**config.mk**
```make
export PLATFORM = sky130hd
export DESIGN_NAME = apu_pulse_top
export DESIGN_NICKNAME = d
export VERILOG_FILES = /design/src/apu_chan_pkg.sv /design/src/apu_reg_pkg.sv /design/src/pulse_ctrl_if.sv /design/src/apu_ctrl_frontend.sv /design/src/apu_pulse_top.sv /design/src/length_counter.sv /design/src/pulse_channel.sv /design/src/pulse_envelope.sv /design/src/pulse_mixer.sv /design/src/pulse_sweep.sv
export SDC_FILE = /design/constraint.sdc
export NUM_CORES = 1
export LEC_CHECK = 0
export ABC_AREA = 1
export BUFFER_PORTS_ARGS = -buffer_cell sky130_fd_sc_hd__buf_2
export CORE_MARGIN = 2
export CORE_UTILIZATION = 50
export DETAILED_ROUTE_END_ITERATION = 10
export HOLD_SLACK_MARGIN = 0.03
export PLACE_DENSITY_LB_ADDON = 0.2
export RECOVER_POWER = 25
export SYNTH_ARGS = -nofsm -noshare
export SYNTH_HDL_FRONTEND = slang
export SYNTH_HIERARCHICAL = 1
export SYNTH_SLANG_ARGS = --single-unit
```
**constraint.sdc**
```tcl
create_clock -name clk -period 4.85 [get_ports clk]
set_input_delay 0.485 -clock clk [delete_from_list [all_inputs] [get_ports clk]]
set_output_delay 0.485 -clock clk [all_outputs]
set_load 0.02 [all_outputs]
```
**src/apu_chan_pkg.sv**
```systemverilog
package apu_chan_pkg;

  localparam int TIMER_W = 11;
  localparam int VOL_W   = 4;
  localparam int AUDIO_W = 5;

  // Same bit layout as the sweep register byte
  typedef struct packed {
    logic       enable;
    logic [2:0] period;
    logic       negate;
    logic [2:0] shift_count;
  } sweep_t;

  // Index 0 is 12.5%, index 3 is 75% (inverted 25%)
  localparam logic [3:0][7:0] DUTY_SEQ = {
    8'b1111_1001,
    8'b0001_1110,
    8'b0000_0110,
    8'b0000_0010
  };

  localparam logic [0:31][7:0] LENGTH_TABLE = {
    8'd10,  8'd254, 8'd20,  8'd2,
    8'd40,  8'd4,   8'd80,  8'd6,
    8'd160, 8'd8,   8'd60,  8'd10,
    8'd14,  8'd12,  8'd26,  8'd14,
    8'd12,  8'd16,  8'd24,  8'd18,
    8'd48,  8'd20,  8'd96,  8'd22,
    8'd192, 8'd24,  8'd72,  8'd26,
    8'd16,  8'd28,  8'd32,  8'd30
  };

endpackage : apu_chan_pkg

```
**src/apu_reg_pkg.sv**
```systemverilog
package apu_reg_pkg;

  localparam int ADDR_W    = 5;
  localparam int DATA_W    = 8;
  localparam int DUTY_W    = 2;
  localparam int LEN_IDX_W = 5;

  // CPU-visible register map, offset from 0x4000
  typedef enum logic [ADDR_W-1:0] {
    REG_P1_CTRL  = 5'h00, // Duty, halt, const vol, volume
    REG_P1_SWEEP = 5'h01,
    REG_P1_TLO   = 5'h02,
    REG_P1_THI   = 5'h03, // Timer high bits and length index
    REG_P2_CTRL  = 5'h04,
    REG_P2_SWEEP = 5'h05,
    REG_P2_TLO   = 5'h06,
    REG_P2_THI   = 5'h07,
    REG_STATUS   = 5'h15,
    REG_FRAME    = 5'h17
  } apu_reg_e;

  typedef enum logic {
    FOUR_STEP = 1'b0,
    FIVE_STEP = 1'b1
  } frame_mode_e;

endpackage : apu_reg_pkg

```
**src/pulse_ctrl_if.sv**
```systemverilog
`timescale 1ns/1ps

interface pulse_ctrl_if;

  logic [apu_reg_pkg::DUTY_W-1:0]    duty;
  logic                              length_halt; // Doubles as envelope loop
  logic                              const_vol;
  logic [apu_chan_pkg::VOL_W-1:0]    vol;
  apu_chan_pkg::sweep_t              sweep_sigs;
  logic [apu_chan_pkg::TIMER_W-1:0]  timer_period;
  logic [apu_reg_pkg::LEN_IDX_W-1:0] length_load_data;
  logic                              env_load;
  logic                              sweep_load;
  logic                              length_load;

  modport frontend (
    output duty, length_halt, const_vol, vol, sweep_sigs, timer_period,
    output length_load_data, env_load, sweep_load, length_load
  );

  modport channel (
    input duty, length_halt, const_vol, vol, sweep_sigs, timer_period,
    input length_load_data, env_load, sweep_load, length_load
  );

endinterface : pulse_ctrl_if

```
**src/apu_ctrl_frontend.sv**
```systemverilog
`timescale 1ns/1ps

module apu_ctrl_frontend #(parameter int QUARTER_STEP = 3728) (
  input  logic clk, rst_n, cpu_clk_en,
  input  logic wr_en,
  input  logic [apu_reg_pkg::ADDR_W-1:0] addr,
  input  logic [apu_reg_pkg::DATA_W-1:0] wdata,
  output logic apu_clk_en, quarter_clk_en, half_clk_en,
  output logic [1:0] enable,
  pulse_ctrl_if.frontend ch1,
  pulse_ctrl_if.frontend ch2
);

  localparam int CNT_W = $clog2(QUARTER_STEP + 1);

  apu_reg_pkg::apu_reg_e reg_sel;
  logic ch_sel;

  logic [1:0][apu_reg_pkg::DUTY_W-1:0]    duty_q;
  logic [1:0]                             halt_q, const_q;
  logic [1:0][apu_chan_pkg::VOL_W-1:0]    vol_q;
  apu_chan_pkg::sweep_t [1:0]             sweep_q;
  logic [1:0][apu_chan_pkg::TIMER_W-1:0]  period_q;
  logic [1:0][apu_reg_pkg::LEN_IDX_W-1:0] len_idx_q;
  logic [1:0]                             env_load_q, sweep_load_q, length_load_q;

  apu_reg_pkg::frame_mode_e frame_mode;
  logic [CNT_W-1:0] frame_cnt;
  logic [2:0] step, last_step;
  logic apu_phase, step_done;

  assign reg_sel = apu_reg_pkg::apu_reg_e'(addr);
  assign ch_sel  = addr[2]; // 0x04..0x07 belong to channel 2

  always_ff @(posedge clk or negedge rst_n) begin
    if (!rst_n) begin
      duty_q <= '0;
      halt_q <= '0;
      const_q <= '0;
      vol_q <= '0;
      sweep_q <= '0;
      period_q <= '0;
      len_idx_q <= '0;
      env_load_q <= '0;
      sweep_load_q <= '0;
      length_load_q <= '0;
      enable <= '0;
    end else begin
      env_load_q <= '0;
      sweep_load_q <= '0;
      length_load_q <= '0;
      if (wr_en) begin
        case (reg_sel)
          apu_reg_pkg::REG_P1_CTRL, apu_reg_pkg::REG_P2_CTRL: begin
            duty_q[ch_sel] <= wdata[7:6];
            halt_q[ch_sel] <= wdata[5];
            const_q[ch_sel] <= wdata[4];
            vol_q[ch_sel] <= wdata[3:0];
            env_load_q[ch_sel] <= 1'b1;
          end
          apu_reg_pkg::REG_P1_SWEEP, apu_reg_pkg::REG_P2_SWEEP: begin
            sweep_q[ch_sel] <= apu_chan_pkg::sweep_t'(wdata);
            sweep_load_q[ch_sel] <= 1'b1;
          end
          apu_reg_pkg::REG_P1_TLO, apu_reg_pkg::REG_P2_TLO: begin
            period_q[ch_sel][7:0] <= wdata;
          end
          apu_reg_pkg::REG_P1_THI, apu_reg_pkg::REG_P2_THI: begin
            period_q[ch_sel][10:8] <= wdata[2:0];
            len_idx_q[ch_sel] <= wdata[7:3];
            length_load_q[ch_sel] <= 1'b1;
            env_load_q[ch_sel] <= 1'b1; // Restarts envelope too
          end
          apu_reg_pkg::REG_STATUS: enable <= wdata[1:0];
          default: ;
        endcase
      end
    end
  end

  assign ch1.duty = duty_q[0];
  assign ch1.length_halt = halt_q[0];
  assign ch1.const_vol = const_q[0];
  assign ch1.vol = vol_q[0];
  assign ch1.sweep_sigs = sweep_q[0];
  assign ch1.timer_period = period_q[0];
  assign ch1.length_load_data = len_idx_q[0];
  assign ch1.env_load = env_load_q[0];
  assign ch1.sweep_load = sweep_load_q[0];
  assign ch1.length_load = length_load_q[0];

  assign ch2.duty = duty_q[1];
  assign ch2.length_halt = halt_q[1];
  assign ch2.const_vol = const_q[1];
  assign ch2.vol = vol_q[1];
  assign ch2.sweep_sigs = sweep_q[1];
  assign ch2.timer_period = period_q[1];
  assign ch2.length_load_data = len_idx_q[1];
  assign ch2.env_load = env_load_q[1];
  assign ch2.sweep_load = sweep_load_q[1];
  assign ch2.length_load = length_load_q[1];

  // Frame sequencer
  assign apu_clk_en = cpu_clk_en && apu_phase;
  assign step_done = apu_clk_en && (frame_cnt == CNT_W'(QUARTER_STEP - 1));
  assign last_step = (frame_mode == apu_reg_pkg::FIVE_STEP) ? 3'd4 : 3'd3;

  always_comb begin
    quarter_clk_en = step_done &&
                     !(frame_mode == apu_reg_pkg::FIVE_STEP && step == 3'd3); // Silent step 4
    half_clk_en = step_done && (step == 3'd1 || step == last_step);
  end

  always_ff @(posedge clk or negedge rst_n) begin
    if (!rst_n) begin
      apu_phase <= 1'b0;
      frame_mode <= apu_reg_pkg::FOUR_STEP;
      frame_cnt <= '0;
      step <= '0;
    end else begin
      if (cpu_clk_en) apu_phase <= ~apu_phase;
      if (wr_en && reg_sel == apu_reg_pkg::REG_FRAME) begin
        frame_mode <= apu_reg_pkg::frame_mode_e'(wdata[7]);
        frame_cnt <= '0;
        step <= '0;
      end else if (step_done) begin
        frame_cnt <= '0;
        step <= (step == last_step) ? 3'd0 : step + 3'd1;
      end else if (apu_clk_en) begin
        frame_cnt <= frame_cnt + 1'b1;
      end
    end
  end

endmodule : apu_ctrl_frontend

```
**src/apu_pulse_top.sv**
```systemverilog
`timescale 1ns/1ps

module apu_pulse_top #(parameter int QUARTER_STEP = 3728) (
  input  logic clk, rst_n,
  input  logic cpu_clk_en,
  input  logic wr_en,
  input  logic [apu_reg_pkg::ADDR_W-1:0] addr,
  input  logic [apu_reg_pkg::DATA_W-1:0] wdata,
  output logic [apu_chan_pkg::AUDIO_W-1:0] audio,
  output logic [1:0] status
);

  logic apu_clk_en, quarter_clk_en, half_clk_en;
  logic [1:0] enable;
  logic ch1_active, ch2_active;
  logic [apu_chan_pkg::VOL_W-1:0] ch1_out, ch2_out;

  pulse_ctrl_if ch1_ctrl ();
  pulse_ctrl_if ch2_ctrl ();

  apu_ctrl_frontend #(.QUARTER_STEP(QUARTER_STEP)) frontend (
    .clk, .rst_n, .cpu_clk_en, .wr_en, .addr, .wdata,
    .apu_clk_en, .quarter_clk_en, .half_clk_en, .enable,
    .ch1(ch1_ctrl.frontend), .ch2(ch2_ctrl.frontend));

  pulse_channel #(.PULSE_CHANNEL(1)) pulse1 (
    .clk, .rst_n, .cpu_clk_en, .apu_clk_en, .quarter_clk_en, .half_clk_en,
    .enable(enable[0]), .ctrl(ch1_ctrl.channel),
    .length_non_zero(ch1_active), .out(ch1_out));

  pulse_channel #(.PULSE_CHANNEL(2)) pulse2 (
    .clk, .rst_n, .cpu_clk_en, .apu_clk_en, .quarter_clk_en, .half_clk_en,
    .enable(enable[1]), .ctrl(ch2_ctrl.channel),
    .length_non_zero(ch2_active), .out(ch2_out));

  pulse_mixer mixer (
    .clk, .rst_n, .ch1_out, .ch2_out, .ch1_active, .ch2_active,
    .audio, .status);

endmodule : apu_pulse_top

```
**src/length_counter.sv**
```systemverilog
`timescale 1ns/1ps

module length_counter (
  input  logic clk, rst_n,
  input  logic cpu_clk_en, half_clk_en,
  input  logic halt, enable, load,
  input  logic [apu_reg_pkg::LEN_IDX_W-1:0] load_data,
  output logic non_zero
);

  logic [7:0] count;

  assign non_zero = (count != '0);

  always_ff @(posedge clk or negedge rst_n) begin
    if (!rst_n) begin
      count <= '0;
    end else if (!enable) begin
      count <= '0; // Held clear while disabled
    end else if (load) begin
      count <= apu_chan_pkg::LENGTH_TABLE[load_data];
    end else if (cpu_clk_en && half_clk_en && non_zero && !halt) begin
      count <= count - 8'd1;
    end
  end

endmodule : length_counter

```
**src/pulse_channel.sv**
```systemverilog
`timescale 1ns/1ps

module pulse_channel #(parameter int PULSE_CHANNEL = 1) (
  input  logic clk, rst_n,
  input  logic cpu_clk_en, apu_clk_en,
  input  logic quarter_clk_en, half_clk_en,
  input  logic enable,
  pulse_ctrl_if.channel ctrl,
  output logic length_non_zero,
  output logic [apu_chan_pkg::VOL_W-1:0] out
);

  logic mute, sweep_change;
  logic timer_pulse, seq_out;
  logic [apu_chan_pkg::TIMER_W-1:0] cur_period, period_seen, sweep_period, timer_cnt;
  logic [2:0] seq_i;
  logic [apu_chan_pkg::VOL_W-1:0] env_vol, gate1_out, gate2_out;

  assign timer_pulse = cpu_clk_en && apu_clk_en && (timer_cnt == '0);
  assign seq_out = apu_chan_pkg::DUTY_SEQ[ctrl.duty][seq_i];

  always_comb begin
    gate1_out = mute ? '0 : env_vol;
    gate2_out = seq_out ? gate1_out : '0;
    out = length_non_zero ? gate2_out : '0;
  end

  always_ff @(posedge clk or negedge rst_n) begin
    if (!rst_n) begin
      cur_period <= '0;
      period_seen <= '0;
      timer_cnt <= '0;
      seq_i <= '0;
    end else begin
      // A register write wins over a sweep update
      if (ctrl.timer_period != period_seen) begin
        period_seen <= ctrl.timer_period;
        cur_period <= ctrl.timer_period;
      end else if (sweep_change) begin
        cur_period <= sweep_period;
      end
      if (cpu_clk_en && apu_clk_en)
        timer_cnt <= (timer_cnt == '0) ? cur_period : timer_cnt - 1'b1;
      if (ctrl.length_load)
        seq_i <= '0;
      else if (timer_pulse)
        seq_i <= seq_i + 3'd1;
    end
  end

  pulse_sweep #(.CARRY(PULSE_CHANNEL)) sweep_unit (
    .clk, .rst_n, .cpu_clk_en, .half_clk_en,
    .load(ctrl.sweep_load), .sweep_sigs(ctrl.sweep_sigs),
    .timer_period_in(cur_period), .mute,
    .change_timer_period(sweep_change), .timer_period_out(sweep_period));

  pulse_envelope env_unit (
    .clk, .rst_n, .cpu_clk_en, .quarter_clk_en, .load(ctrl.env_load),
    .loop_flag(ctrl.length_halt), .const_vol(ctrl.const_vol),
    .vol_in(ctrl.vol), .vol_out(env_vol));

  length_counter len_counter (
    .clk, .rst_n, .cpu_clk_en, .half_clk_en, .halt(ctrl.length_halt), .enable,
    .load(ctrl.length_load), .load_data(ctrl.length_load_data),
    .non_zero(length_non_zero));

endmodule : pulse_channel

```
**src/pulse_envelope.sv**
```systemverilog
`timescale 1ns/1ps

module pulse_envelope (
  input  logic clk, rst_n,
  input  logic cpu_clk_en, quarter_clk_en,
  input  logic load, loop_flag, const_vol,
  input  logic [apu_chan_pkg::VOL_W-1:0] vol_in, // Also the divider period
  output logic [apu_chan_pkg::VOL_W-1:0] vol_out
);

  logic start;
  logic [apu_chan_pkg::VOL_W-1:0] div_cnt, decay;

  assign vol_out = const_vol ? vol_in : decay;

  always_ff @(posedge clk or negedge rst_n) begin
    if (!rst_n) begin
      start <= 1'b0;
      div_cnt <= '0;
      decay <= '0;
    end else begin
      if (cpu_clk_en && quarter_clk_en) begin
        if (start) begin
          start <= 1'b0;
          decay <= '1;
          div_cnt <= vol_in;
        end else if (div_cnt == '0) begin
          div_cnt <= vol_in;
          if (decay != '0)
            decay <= decay - 1'b1;
          else if (loop_flag)
            decay <= '1; // Wrap back to 15
        end else begin
          div_cnt <= div_cnt - 1'b1;
        end
      end
      if (load) start <= 1'b1;
    end
  end

endmodule : pulse_envelope

```
**src/pulse_mixer.sv**
```systemverilog
`timescale 1ns/1ps

module pulse_mixer (
  input  logic clk, rst_n,
  input  logic [apu_chan_pkg::VOL_W-1:0] ch1_out, ch2_out,
  input  logic ch1_active, ch2_active,
  output logic [apu_chan_pkg::AUDIO_W-1:0] audio,
  output logic [1:0] status
);

  localparam int AW = apu_chan_pkg::AUDIO_W;

  always_ff @(posedge clk or negedge rst_n) begin
    if (!rst_n) begin
      audio <= '0;
      status <= '0;
    end else begin
      audio <= AW'(ch1_out) + AW'(ch2_out); // Linear sum, max 30
      status <= {ch2_active, ch1_active};
    end
  end

endmodule : pulse_mixer

```
**src/pulse_sweep.sv**
```systemverilog
`timescale 1ns/1ps

module pulse_sweep #(parameter int CARRY = 1) (
  input  logic clk, rst_n,
  input  logic cpu_clk_en, half_clk_en,
  input  logic load,
  input  apu_chan_pkg::sweep_t sweep_sigs,
  input  logic [apu_chan_pkg::TIMER_W-1:0] timer_period_in,
  output logic mute,
  output logic change_timer_period,
  output logic [apu_chan_pkg::TIMER_W-1:0] timer_period_out
);

  localparam int TW = apu_chan_pkg::TIMER_W;
  localparam logic [TW:0] BORROW = (CARRY == 1) ? 1 : 0; // Ones' complement on channel 1

  logic [TW:0] change_amt, target;
  logic [2:0] div_cnt;
  logic reload;

  always_comb begin
    change_amt = {1'b0, timer_period_in} >> sweep_sigs.shift_count;
    if (sweep_sigs.negate)
      target = {1'b0, timer_period_in} - change_amt - BORROW;
    else
      target = {1'b0, timer_period_in} + change_amt;
  end

  assign mute = (timer_period_in < TW'(8)) || target[TW]; // Above 0x7FF
  assign timer_period_out = target[TW-1:0];
  assign change_timer_period = cpu_clk_en && half_clk_en && (div_cnt == '0) &&
                               sweep_sigs.enable && !mute &&
                               (sweep_sigs.shift_count != '0);

  always_ff @(posedge clk or negedge rst_n) begin
    if (!rst_n) begin
      div_cnt <= '0;
      reload <= 1'b0;
    end else begin
      if (cpu_clk_en && half_clk_en) begin
        if (div_cnt == '0 || reload) begin
          div_cnt <= sweep_sigs.period;
          reload <= 1'b0;
        end else begin
          div_cnt <= div_cnt - 3'd1;
        end
      end
      if (load) reload <= 1'b1;
    end
  end

endmodule : pulse_sweep

```
# Yosys cells after proc, flatten, opt, wreduce, memory -nomap -nowiden
# Memory sizes are Yosys's and may differ from the RTL's.
# Index checks and enable logic that the tools add are counted.
totals:
  n_memories: 2
  elab_cells: 277
  register_bits: 210
  mem_bits_ro: 512
  inputBits: 17
  output_inout_bits: 7
memory_table:
  columns: ["memory", "words", "word_bits", "read_ports", "rd_clocked_by_memory_dff", "wr", "line_no", "text"]
  rows:
  - ["(no name shown)", 32, 8, 1, 0, 0, "length_counter.sv:21", "count <= apu_chan_pkg::LENGTH_TABLE[load_data];"]
  - ["(no name shown)", 32, 8, 1, 0, 0, "length_counter.sv:21", null]
op_classes:
  n_mux: 97
  eq_ne: 17
  n_reduce_logical: 78
  n_addsub: 20
  magnitude_cmp: 10
  bitwise: 3
  n_shift: 2
ops:
  columns: ["cell", "count"]
  rows:
  - ["$mux 8", 14]
  - ["$mux 4", 21]
  - ["$mux 11", 7]
  - ["$mux 12", 5]
  - ["$bwmux 22", 2]
  - ["$pmux 22 s2", 1]
  - ["$bmux 8 s2", 2]
  - ["$mux 3", 10]
  - ["$reduce_bool 2->1", 14]
  - ["$add 11x12->12", 2]
  - ["$logic_and 1x1->1", 24]
  - ["$shr 11x3->12", 2]
  - ["$sub 11x12->12", 2]
  - ["$demux 11 s1", 2]
  - ["$logic_not 11->1", 2]
  - ["$lt 11x4->1 const B", 2]
  - ["$ne 11x11->1", 2]
  - ["$sub 11x1->11 const B", 2]
  - ["$eq 5x3->1 const B", 4]
  - ["$bwmux 16", 1]
  - ["$reduce_bool 8->1", 2]
  - ["$sub 4x1->4 const B", 4]
  - ["$sub 8x1->8 const B", 2]
  - ["$reduce_bool 3->1", 5]
  - ["other kinds (43)", 93]

# Depth between registers and ports, before layout
# Gate-level depths: netlist of run 1.
logic_depth:
  depth_word: 11
  ltp_mapped: 32
  mapped_depth_nobuf: 32

# By module
# The synthesis of run 1 kept the hierarchy.
modules_own_cells:
  columns: ["mod", "n_inst", "cells_each", "area_each_um2", "seq_area_each_um2"]
  rows:
  - ["pulse_channel", 2, 287, 2278.4, 900.9]
  - ["apu_ctrl_frontend", 1, 434, 3831.2, 2227.1]
  - ["pulse_sweep at pulse1.sweep_unit", 1, 369, 1968.1, 100.1]
  - ["length_counter", 2, 152, 927.1, 200.2]
  - ["pulse_sweep at pulse2.sweep_unit", 1, 244, 1526.5, 100.1]
  - ["pulse_envelope", 2, 93, 645.6, 225.2]
  - ["pulse_mixer", 1, 32, 332.8, 175.2]

# Worst setup path after synthesis of run 1
# No wires, ideal clock.
synth_timing:
  path_type: "flip-flop to flip-flop"
  from: "reg frontend.sweep_q (netlist bit frontend/ch2.sweep_sigs[0])"
  to: "reg mixer/audio[2] (netlist bit)"
  stages_incl_launch_ff: 32
  n_path_buf: 0
  setup_time_ns: 0.124
  synth_period_minus_slack_ns: 4.011
  arrival_time_ns: 3.887
  setup_slack_ns: 0.839
  t_required_ns: 4.726
  cell_sequence: "dfrtp_1 -> inv_2 -> nand2_1 -> nand2_1 -> nand2_1 -> nand3_1 -> nand2_1 -> inv_1 -> ha_1 -> nand2_2 -> a21oi_4 -> nand4_1 -> nand2_1 -> nand2_1 -> nand2_1 -> inv_1 -> ha_1 -> nand2_1 -> nor2_1 -> inv_1 -> or2_2 -> nand3_1 -> inv_1 -> nand3_1 -> nand3_2 -> nor2_1 -> nand2_1 -> nor2_1 -> ha_1 -> inv_1 -> fa_1 -> xnor2_1"
synth_via:
  elab_chain_cells: 8
  elab_cells_between_ends: 9
  cone_classes: "3 x add/sub; 1 x shift; 4 x mux; 1 x reduce/logical"
synth_rtl:
  columns: ["element", "line_no", "text"]
  rows:
  - ["start: declaration", "apu_ctrl_frontend.sv:22", "apu_chan_pkg::sweep_t [1:0] sweep_q;"]
  - ["start signal: indexed assignment", "apu_ctrl_frontend.sv:62", "sweep_q[ch_sel] <= apu_chan_pkg::sweep_t'(wdata);"]
  - ["$shr 11x3->12 *", "pulse_sweep.sv:22", "change_amt = {1'b0, timer_period_in} >> sweep_sigs.shift_count;"]
  - ["$add 11x12->12 / $sub 11x12->12 (equally long branches)", "pulse_sweep.sv:26, pulse_sweep.sv:24", null]
  - ["$mux 12 *", "pulse_sweep.sv:23", "if (sweep_sigs.negate)"]
  - ["$logic_or 1x1->1 *", "pulse_sweep.sv:29", "assign mute = (timer_period_in < TW'(8)) || target[TW];"]
  - ["net pulse2.mute", "pulse_channel.sv:13", "logic mute, sweep_change;"]
  - ["$mux 4 *", "pulse_channel.sv:23", "gate1_out = mute ? '0 : env_vol;"]
  - ["$mux 4 *", "pulse_channel.sv:24", "gate2_out = seq_out ? gate1_out : '0;"]
  - ["$mux 4 *", "pulse_channel.sv:25", "out = length_non_zero ? gate2_out : '0;"]
  - ["net ch2_out, one bit", "apu_pulse_top.sv:16", "logic [apu_chan_pkg::VOL_W-1:0] ch1_out, ch2_out;"]
  - ["$add 4x4->5 *", "pulse_mixer.sv:18", "audio <= AW'(ch1_out) + AW'(ch2_out);"]
  - ["end signal: assignment", "pulse_mixer.sv:18", null]
  - ["end: declaration", "pulse_mixer.sv:7", "output logic [apu_chan_pkg::AUDIO_W-1:0] audio,"]
# Mark *: on every way through the listed nets, which the timed path passes. The rest lies on a longest branch.
# A chain may end at the register's enable or synchronous reset.

# Worst setup path in the final report of run 1
layout_timing:
  from: "reg frontend.sweep_q (netlist bit frontend/ch2.sweep_sigs[0])"
  to: "reg mixer/audio[4] (netlist bit)"
# The elaborated chain is that of the path after synthesis.

==> results of run 1 <==
==> flip-flops by register name (all words and copies together), names as in the netlist, 4 cells and up <==
register and count:
frontend/frame_cnt 12, mixer/audio 5, pulse2/env_unit/decay 4, frontend/ch1.sweep_sigs 8, frontend/ch2.sweep_sigs 8, frontend/ch1.vol 4
pulse1/len_counter/count 8, pulse2/env_unit/div_cnt 4, pulse2/period_seen 11, frontend/ch1.length_load_data 5, frontend/ch1.timer_period 11, pulse1/env_unit/decay 4
pulse1/env_unit/div_cnt 4, pulse1/timer_cnt 11, frontend/ch2.timer_period 11, pulse2/len_counter/count 8, pulse2/timer_cnt 11, pulse1/cur_period 11
frontend/ch2.vol 4, pulse2/cur_period 11, pulse1/period_seen 11, frontend/ch2.length_load_data 5
==> worst min-delay path: cells and delay by family <==
family	cells	cell delay (ns)
buffers and inverters	1	0.11
AND/OR/NAND/NOR	2	0.10
==> repair_timing <==
action                                  CTS  global route
endpoints found under the setup margin    0             2
hold endpoints to repair                 88             0
resized for setup                         0             3
hold buffers                              1             0
==> synthesized netlist by cell type, types with 3 or more instances <==
cell type    n  share of area
inv_1      216          0.053
nor2_1     143          0.035
xnor2_1     21          0.012
o21ai_1     58          0.019
buf_6       12         0.0088
nor4_1       4         0.0016
a31oi_1      4         0.0016
inv_2       36         0.0088
dfrtp_1    210           0.34
o211ai_2     8         0.0065
nand2_1    656           0.16
ha_1        78          0.064
o21bai_1     8         0.0039
buf_4       10         0.0049
nand2_4     16          0.012
a21o_1       3         0.0015
o21ai_0     99          0.032
nor2_2      24         0.0098
buf_2       25         0.0081
o21ai_2      8         0.0046
nand3_2     23          0.015
nor3_4       3         0.0032
nand3_1    190          0.062
xor2_1      24          0.014
or2_0        4         0.0016
a21oi_2      3         0.0017
a21oi_1     47          0.015
clkbuf_1    25         0.0061
fa_1         4         0.0052
nand4_1     46          0.019
nand3b_1    26          0.013
nand2_2     40          0.016
nor3_1      15         0.0049
nor2_4      16          0.012
nor2_8       4         0.0052
o211ai_1    11         0.0054
or2_2        4         0.0016
==> stage by stage <==
step | worst slack [ns] | instances | utilization | power, W | area [um2]
final | 0.402 | 2544 | 0.544 | 0.00774 | 16600
after global routing | 0.0324 | 2544 | 0.544 | 0.00829 | 16600
after CTS | 0.387 | 2544 | 0.546 | 0.00776 | 16600
after detailed placement | 0.407 | 2495 | 0.513 | 0.00552 | 15600
after global placement | 0.504 | 2495 | 0.513 | 0.00548 | 15600
after floorplan | 0.839 | 2143 | - | 0.00486 | 15400
==> power breakdown <==
group | switching, W | internal [W] | total [W]
clock network | 0.000802 | 0.00140 | 0.00220
logic | 0.00201 | 0.00110 | 0.00311
registers | 0.000400 | 0.00203 | 0.00243
==> area by class of cell <==
| class | count | area [um2] |
|---|---|---|
| clock buffer | 34 | 741 |
| clock inverter | 14 | 253 |
| fill | 2969 | 13900 |
| inverter | 255 | 973 |
| multi-input combinational | 1603 | 8650 |
| sequential | 210 | 5260 |
| tap | 396 | 495 |
| timing repair buffer | 32 | 195 |
==> metal layers <==
metal / vias to the layer above / GRT usage / part of all wire
met1: 6427 / 0.335 / 0.47
met3: 52 / 0.0278 / 0.039
li1: 6859 / - / -
met2: 255 / 0.399 / 0.47
met4: 2 / 0.0541 / 0.020
met5: - / 0 / 0.00029
==> cells by family (layout without fill, tap and decap cells) <==
logic type                 count (synthesis)  after routing  synth area share
AOI/OAI and AO/OA                        258            258            0.0976
adders and majority gates                 82             82            0.0687
xor gates and xnor gates                  45             45            0.0257
buffers and inverters                    330            335            0.0923
and+or+nand+nor                         1218           1218             0.374
DFF                                      210            210             0.342
==> worst min path at each step <==
stage / endpoint / slack (ns) / cells past startpoint
2_1_floorplan: frontend/apu_phase / 0.19 / 0
3_3_place_gp: pulse1/sweep_unit/reload / 0.42 / 1
3_5_place_dp: pulse1/sweep_unit/reload / 0.43 / 1
4_1_cts: frontend/halt_q[0] / 0.16 / 3
5_1_grt: frontend/ch2.vol[3] / 0.18 / 3
6_report: frontend/halt_q[0] / 0.18 / 3
==> out/qor.csv, run 1 <==
stage;metric;value;unit
global_route;grt_pass1_vias;12600;
sta;worst_slew_margin_rel;-0.666;
run;cap_violations;1;
final_layout;drive_above_1_share;0.118;
critical_path;r2r_slack;0.40;ns
sta;final.min_clock_period;4.45;ns
routing;wirelength;37900;um
synthesis;synth_edf_count;0;
clock_network;clockBufferDepth;3;
critical_path;cp-start-kind;flop;
critical_path;r2r_start;frontend/ch2.sweep_sigs[0];
critical_path;endpoint;mixer/audio[4];
final_layout;area_growth;7.82;%
sta;rsz0062_at_grt;false;
final_layout;layout_common_cells;nand2_1 (665), inv_1 (216), dfrtp_1 (210);
sta;worstMarginPinSlew;2.50;ns
power;p_per_area;468;nW/um2
routing;vias;13600;
critical_path;worstPathArrival;4.92;ns
synthesis;ys_seq_elements;210;
synthesis;ys_async_sr_fraction;1.00;
synthesis;synth.distinct_cells;50;
global_route;gr-usage-all-layers;0.240;
critical_path;cp.depth;30;
routing;ant_nets;0;
final_layout;antenna_cells;0;
floorplan;coreArea;30400;um2
min_path;hold_class;in -> reg;
critical_path;critical-path-top-delay-family;simple AND/OR/NAND/NOR gates;
synthesis;yosysSeqAreaShare;0.342;
critical_path;cp_num_buf_inv;6;
critical_path;critPathRequiredTime;5.32;ns
place;hpwl;27600;um
sta;maxSlewViolCount;98;
status;violations;capacitance limit, slew limit;
sta;fin_skew;0.0338;ns
critical_path;cp_slowest_stage_delay;0.43;ns
sta;worst_hold_slack;0.181;ns
critical_path;r2r_cells;30;
routing;drt_pass1_iterations;5;
global_route;grt_pass1_wl;62700;um
critical_path;cpMostUsedCell;nand2_1;
floorplan;die_y;179;um
floorplan;start_util;0.505;
clock_network;post_cts_buffers;0;
clock_network;clk_latency;0.56;ns
min_path;worstHoldStart;wdata[5];
global_route;grt_max_degree;114;
sta;hold_viol;0;
global_route;gr-total-overflow;0;
floorplan;rows;64;
routing;routedWlPerCell;14.9;um
clock_network;cts_inserted_buffers;26;
critical_path;crit_path_start;frontend/ch2.sweep_sigs[0];
synthesis;synthCells;2143;
place;gp_congestion;0.880;
final_layout;final_nets;2227;
sta;fin_tns_setup;0;ns
sta;setup_viol;0;
critical_path;worst_setup_path_end_kind;flop;
routing;routed_via_density;5.34;
clock_network;clk_pin_slew;0.06;ns
routing;drt_iter0_markers;1051;
synthesis;synth_nets;2242;
clock_network;h-tree-depth;1;
sta;fmax;225;MHz
clock_network;cts_tree;built;
critical_path;cp_max_fo;12;
routing;drc;0;
floorplan;io_pins;24;
final_layout;final_common_cell;nand2_1;
synthesis;syn_avg_cell_area;7.17;um2
power;p_leak;8.61;nW
critical_path;critical_path_class;reg -> reg;
place;portBuffers;23;
critical_path;critPathSlowestCell;dfrtp_1;
power;ir_drop;341;uV
critical_path;r2r_end;mixer/audio[4];
floorplan;die_w;179;um
status;status;finished with violations;
global_route;antenna_found_initial;1;
floorplan;die_area;32100;um2
synthesis;ys_warn_count;6;
clock_network;clock_sinks;210;
sta;fin_crit_sh;0.917;
clock_network;root_buffer;clkbuf_16;
synthesis;synth_area;15400;um2
synthesis;ys.flop_type;dfrtp_1;
Power figures use the tool's default switching activity.
==> inputs of run 2 (changes only) <==
SLEW_MARGIN = 20   (was not set)
SYNTH_HIERARCHICAL = not set   (was 1)
clock period = 3.74 ns   (was 4.85 ns; I/O delays follow)
==> run 2 against run 1 <==
Effect of this change: the flow finishes with violations (capacitance limit, slew limit, setup timing); maximum frequency up 15%; sequential share of layout area up 2.3 points; setup slack worse by 0.53 ns; register-to-register slack worse by 0.53 ns; largest power group unchanged.
==> out/qor.csv, run 2 <==
stage;metric;value;unit;change
status;status;finished with violations;;unchanged
status;violations;capacitance limit, slew limit, setup timing;;was capacitance limit, slew limit
sta;maxSlewViolCount;79;;was 98
critical_path;worstPathArrival;4.28;ns;was 4.92 ns
global_route;grt_pass1_wl;57400;um;was 62700 um
synthesis;synth_area;13300;um2;was 15400 um2
floorplan;die_w;167;um;was 179 um
synthesis;yosysSeqAreaShare;0.396;;was 0.342
routing;wirelength;35000;um;was 37900 um
sta;hold_viol;0;;unchanged
place;portBuffers;23;;unchanged
global_route;grt_pass1_vias;11400;;was 12600
clock_network;clk_latency;0.53;ns;was 0.56 ns
critical_path;r2r_start;frontend.ch2.sweep_sigs[0];;was frontend/ch2.sweep_sigs[0]
sta;setup_viol;14;;was 0
global_route;antenna_found_initial;0;;was 1
floorplan;io_pins;24;;unchanged
final_layout;area_growth;16.7;%;was 7.82%
place;gp_congestion;0.913;;was 0.880
sta;worst_slew_margin_rel;-0.377;;was -0.666
synthesis;ys_warn_count;0;;was 6
floorplan;rows;59;;was 64
final_layout;drive_above_1_share;0.146;;was 0.118
clock_network;clk_pin_slew;0.07;ns;was 0.06 ns
synthesis;synth_edf_count;0;;unchanged
clock_network;h-tree-depth;1;;unchanged
synthesis;synth_top_area_frac;0.396;;was 0.342
floorplan;coreArea;26100;um2;was 30400 um2
critical_path;critical_path_class;reg -> reg;;unchanged
floorplan;die_area;27800;um2;was 32100 um2
sta;worst_hold_slack;0.111;ns;was 0.181 ns
sta;rsz0062_at_grt;true;;was false
sta;fin_crit_sh;1.03;;was 0.917
synthesis;syn_avg_cell_area;7.56;um2;was 7.17 um2
critical_path;cp_slowest_stage_delay;0.45;ns;was 0.43 ns
critical_path;cp_num_buf_inv;5;;was 6
critical_path;critPathSlowestCell;dfrtp_2;;was dfrtp_1
global_route;gr-usage-all-layers;0.251;;was 0.240
routing;drt_pass1_iterations;6;;was 5
routing;vias;11900;;was 13600
synthesis;ys.flop_type;dfrtp_1;;unchanged
final_layout;antenna_cells;0;;unchanged
routing;drc;0;;unchanged
critical_path;worst_setup_path_end_kind;flop;;unchanged
clock_network;clockBufferDepth;3;;unchanged
global_route;grt_max_degree;80;;was 114
final_layout;fill_cells;2408;;was 2969
final_layout;largest_register_ffs;12;;unchanged
min_path;hold_class;in -> reg;;unchanged
power;ir_drop;365;uV;was 341 uV
run;cap_violations;1;;unchanged
sta;fin_ws;-0.130;ns;was 0.402 ns
synthesis;ys_async_sr_fraction;1.00;;unchanged
final_layout;final_nets;1926;;was 2227
synthesis;yosysTopAreaCell;dfrtp_1;;unchanged
sta;fin_skew;0.0275;ns;was 0.0338 ns
global_route;gr-total-overflow;0;;unchanged
critical_path;critPathRequiredTime;4.15;ns;was 5.32 ns
synthesis;synth_common_cells;nand2_1 (404), o21ai_0 (214), dfrtp_1 (210);;was nand2_1 (656), inv_1 (216), dfrtp_1 (210)
routing;routedWlPerCell;16.0;um;was 14.9 um
final_layout;final_common_cell;nand2_1;;unchanged
synthesis;ys_top_cells_by_area;dfrtp_1 (40%), nand2_1 (11%), o21ai_0 (8.1%);;was dfrtp_1 (34%), nand2_1 (16%), ha_1 (6.4%)
min_path;worstHoldStart;wdata[5];;unchanged
routing;routed_via_density;5.47;;was 5.34
sta;final.min_clock_period;3.87;ns;was 4.45 ns
synthesis;synth.most_common_cell;nand2_1;;unchanged
critical_path;crit_path_start;frontend.ch2.sweep_sigs[0];;was frontend/ch2.sweep_sigs[0]
final_layout;fin_cells;2183;;was 2544
power;p_per_area;700;nW/um2;was 468 nW/um2
synthesis;synth.distinct_cells;53;;was 50
routing;drt_iter0_markers;897;;was 1051
sta;worstMarginPinSlew;2.07;ns;was 2.50 ns
sta;fmax;258;MHz;was 225 MHz
clock_network;cts_inserted_buffers;25;;was 26
routing;ant_nets;0;;unchanged
critical_path;critical-path-top-delay-family;simple AND/OR/NAND/NOR gates;;unchanged
critical_path;cp_max_fo;5;;was 12
final_layout;largest_register;frontend.frame_cnt;;was frontend/frame_cnt
final_layout;layout_common_cells;nand2_1 (388), o21ai_0 (210), dfrtp_1 (206);;was nand2_1 (665), inv_1 (216), dfrtp_1 (210)
place;hpwl;25400;um;was 27600 um
clock_network;root_buffer;clkbuf_16;;unchanged
power;p_leak;7.43;nW;was 8.61 nW
place;dp_cells;2124;;was 2495
critical_path;cp-start-kind;flop;;unchanged
floorplan;start_util;0.509;;was 0.505
synthesis;synth_nets;1849;;was 2242
clock_network;cts_tree;built;;unchanged
clock_network;clock_sinks;210;;unchanged
synthesis;ys_seq_elements;210;;unchanged
floorplan;die_y;167;um;was 179 um
synthesis;synthCells;1755;;was 2143
-- run 2: timing repair --
action / 4_1_cts / 5_1_grt
pin swaps: 6 / 15
cloned: 1 / 2
endpoints found under the setup margin: 4 / 22
hold buffers: 1 / 0
hold endpoints to repair: 76 / 0
resized for setup: 40 / 59
setup buffers: 9 / 3
-- run 2: where the power goes --
| part | total (W) | internal [W] | switching (W) |
|---|---|---|---|
| Clock | 0.00259 | 0.00163 | 0.000962 |
| Sequential | 0.00334 | 0.00279 | 0.000548 |
| Combinational | 0.00491 | 0.00204 | 0.00287 |
| Total | 0.0108 | 0.00646 | 0.00438 |
-- run 2: through the flow --
step / instance area (um2) / worst slack [ns] / util / setup TNS (ns) / power, W
floorplan: 13300 / 0.0213 / - / 0 / 0.00633
global placement: 14100 / -0.212 / 0.542 / -0.618 / 0.00769
detailed placement: 14100 / -0.293 / 0.542 / -0.953 / 0.00778
CTS: 15200 / -0.0889 / 0.584 / -0.207 / 0.0106
global route: 15500 / -0.276 / 0.594 / -2.79 / 0.0117
finish: 15500 / -0.130 / 0.594 / -0.674 / 0.0108
-- run 2: final cells by class --
type | instances | area, um2 | share of cell area
Inverter | 211 | 800 | 0.0517
Clock buffer | 32 | 682 | 0.0441
Clock inverter | 11 | 186 | 0.0120
Timing Repair Buffer | 117 | 848 | 0.0548
Sequential cell | 210 | 5260 | 0.340
Tap cell | 335 | 419 | 0.0271
Multi-Input combinational cell | 1267 | 7280 | 0.470
-- run 2: layer usage --
metal,part of all wire,track usage
met5,0,0
met4,0.028,0.0693
met3,0.053,0.0345
met2,0.45,0.398
met1,0.47,0.360
-- run 2: cell families (layout without fill, tap and decap cells) --
kind of cell,count (synthesis),count (layout),synth area share
simple gates,749,750,0.246
compound gates,377,377,0.157
buf+inv,279,371,0.0839
flops,210,210,0.396
fa+ha+maj,77,77,0.0749
xor+xnor,60,60,0.0396
mux,3,3,0.00236
-- run 2: final timing paths --
path | to | slack, ns | cells after the start
max | mixer.audio[4] | -0.13 | 27
min | frontend.ch2.length_load_data[2] | 0.11 | 3
max reg2reg | mixer.audio[4] | -0.13 | 27
min reg2reg | pulse1.sweep_unit.reload | 0.43 | 1
max in group asynchronous | pulse1.sweep_unit.reload | 1.29 | 3
min in group asynchronous | pulse1.len_counter.count[4] | 0.99 | 2
-- run 2: worst register-to-register path, stage by stage, from the launching register on --
cell and delay (ns):
dfrtp_2 0.45, buf_8 0.16, nand2_2 0.08, nand3_2 0.08, nand2_2 0.08, inv_1 0.05
nand2_2 0.09, ha_4 0.15, inv_4 0.04, nor3_4 0.19, nand3_2 0.13, nor2_4 0.13
a21oi_2 0.06, xnor2_1 0.14, inv_1 0.09, ha_4 0.24, a21oi_4 0.18, nor2_2 0.06
a211oi_2 0.19, nand3_2 0.17, inv_2 0.10, nand2_4 0.06, nand3_4 0.11, nor2_4 0.05
ha_4 0.17, fa_2 0.36, nand3_2 0.11, nand2_2 0.06
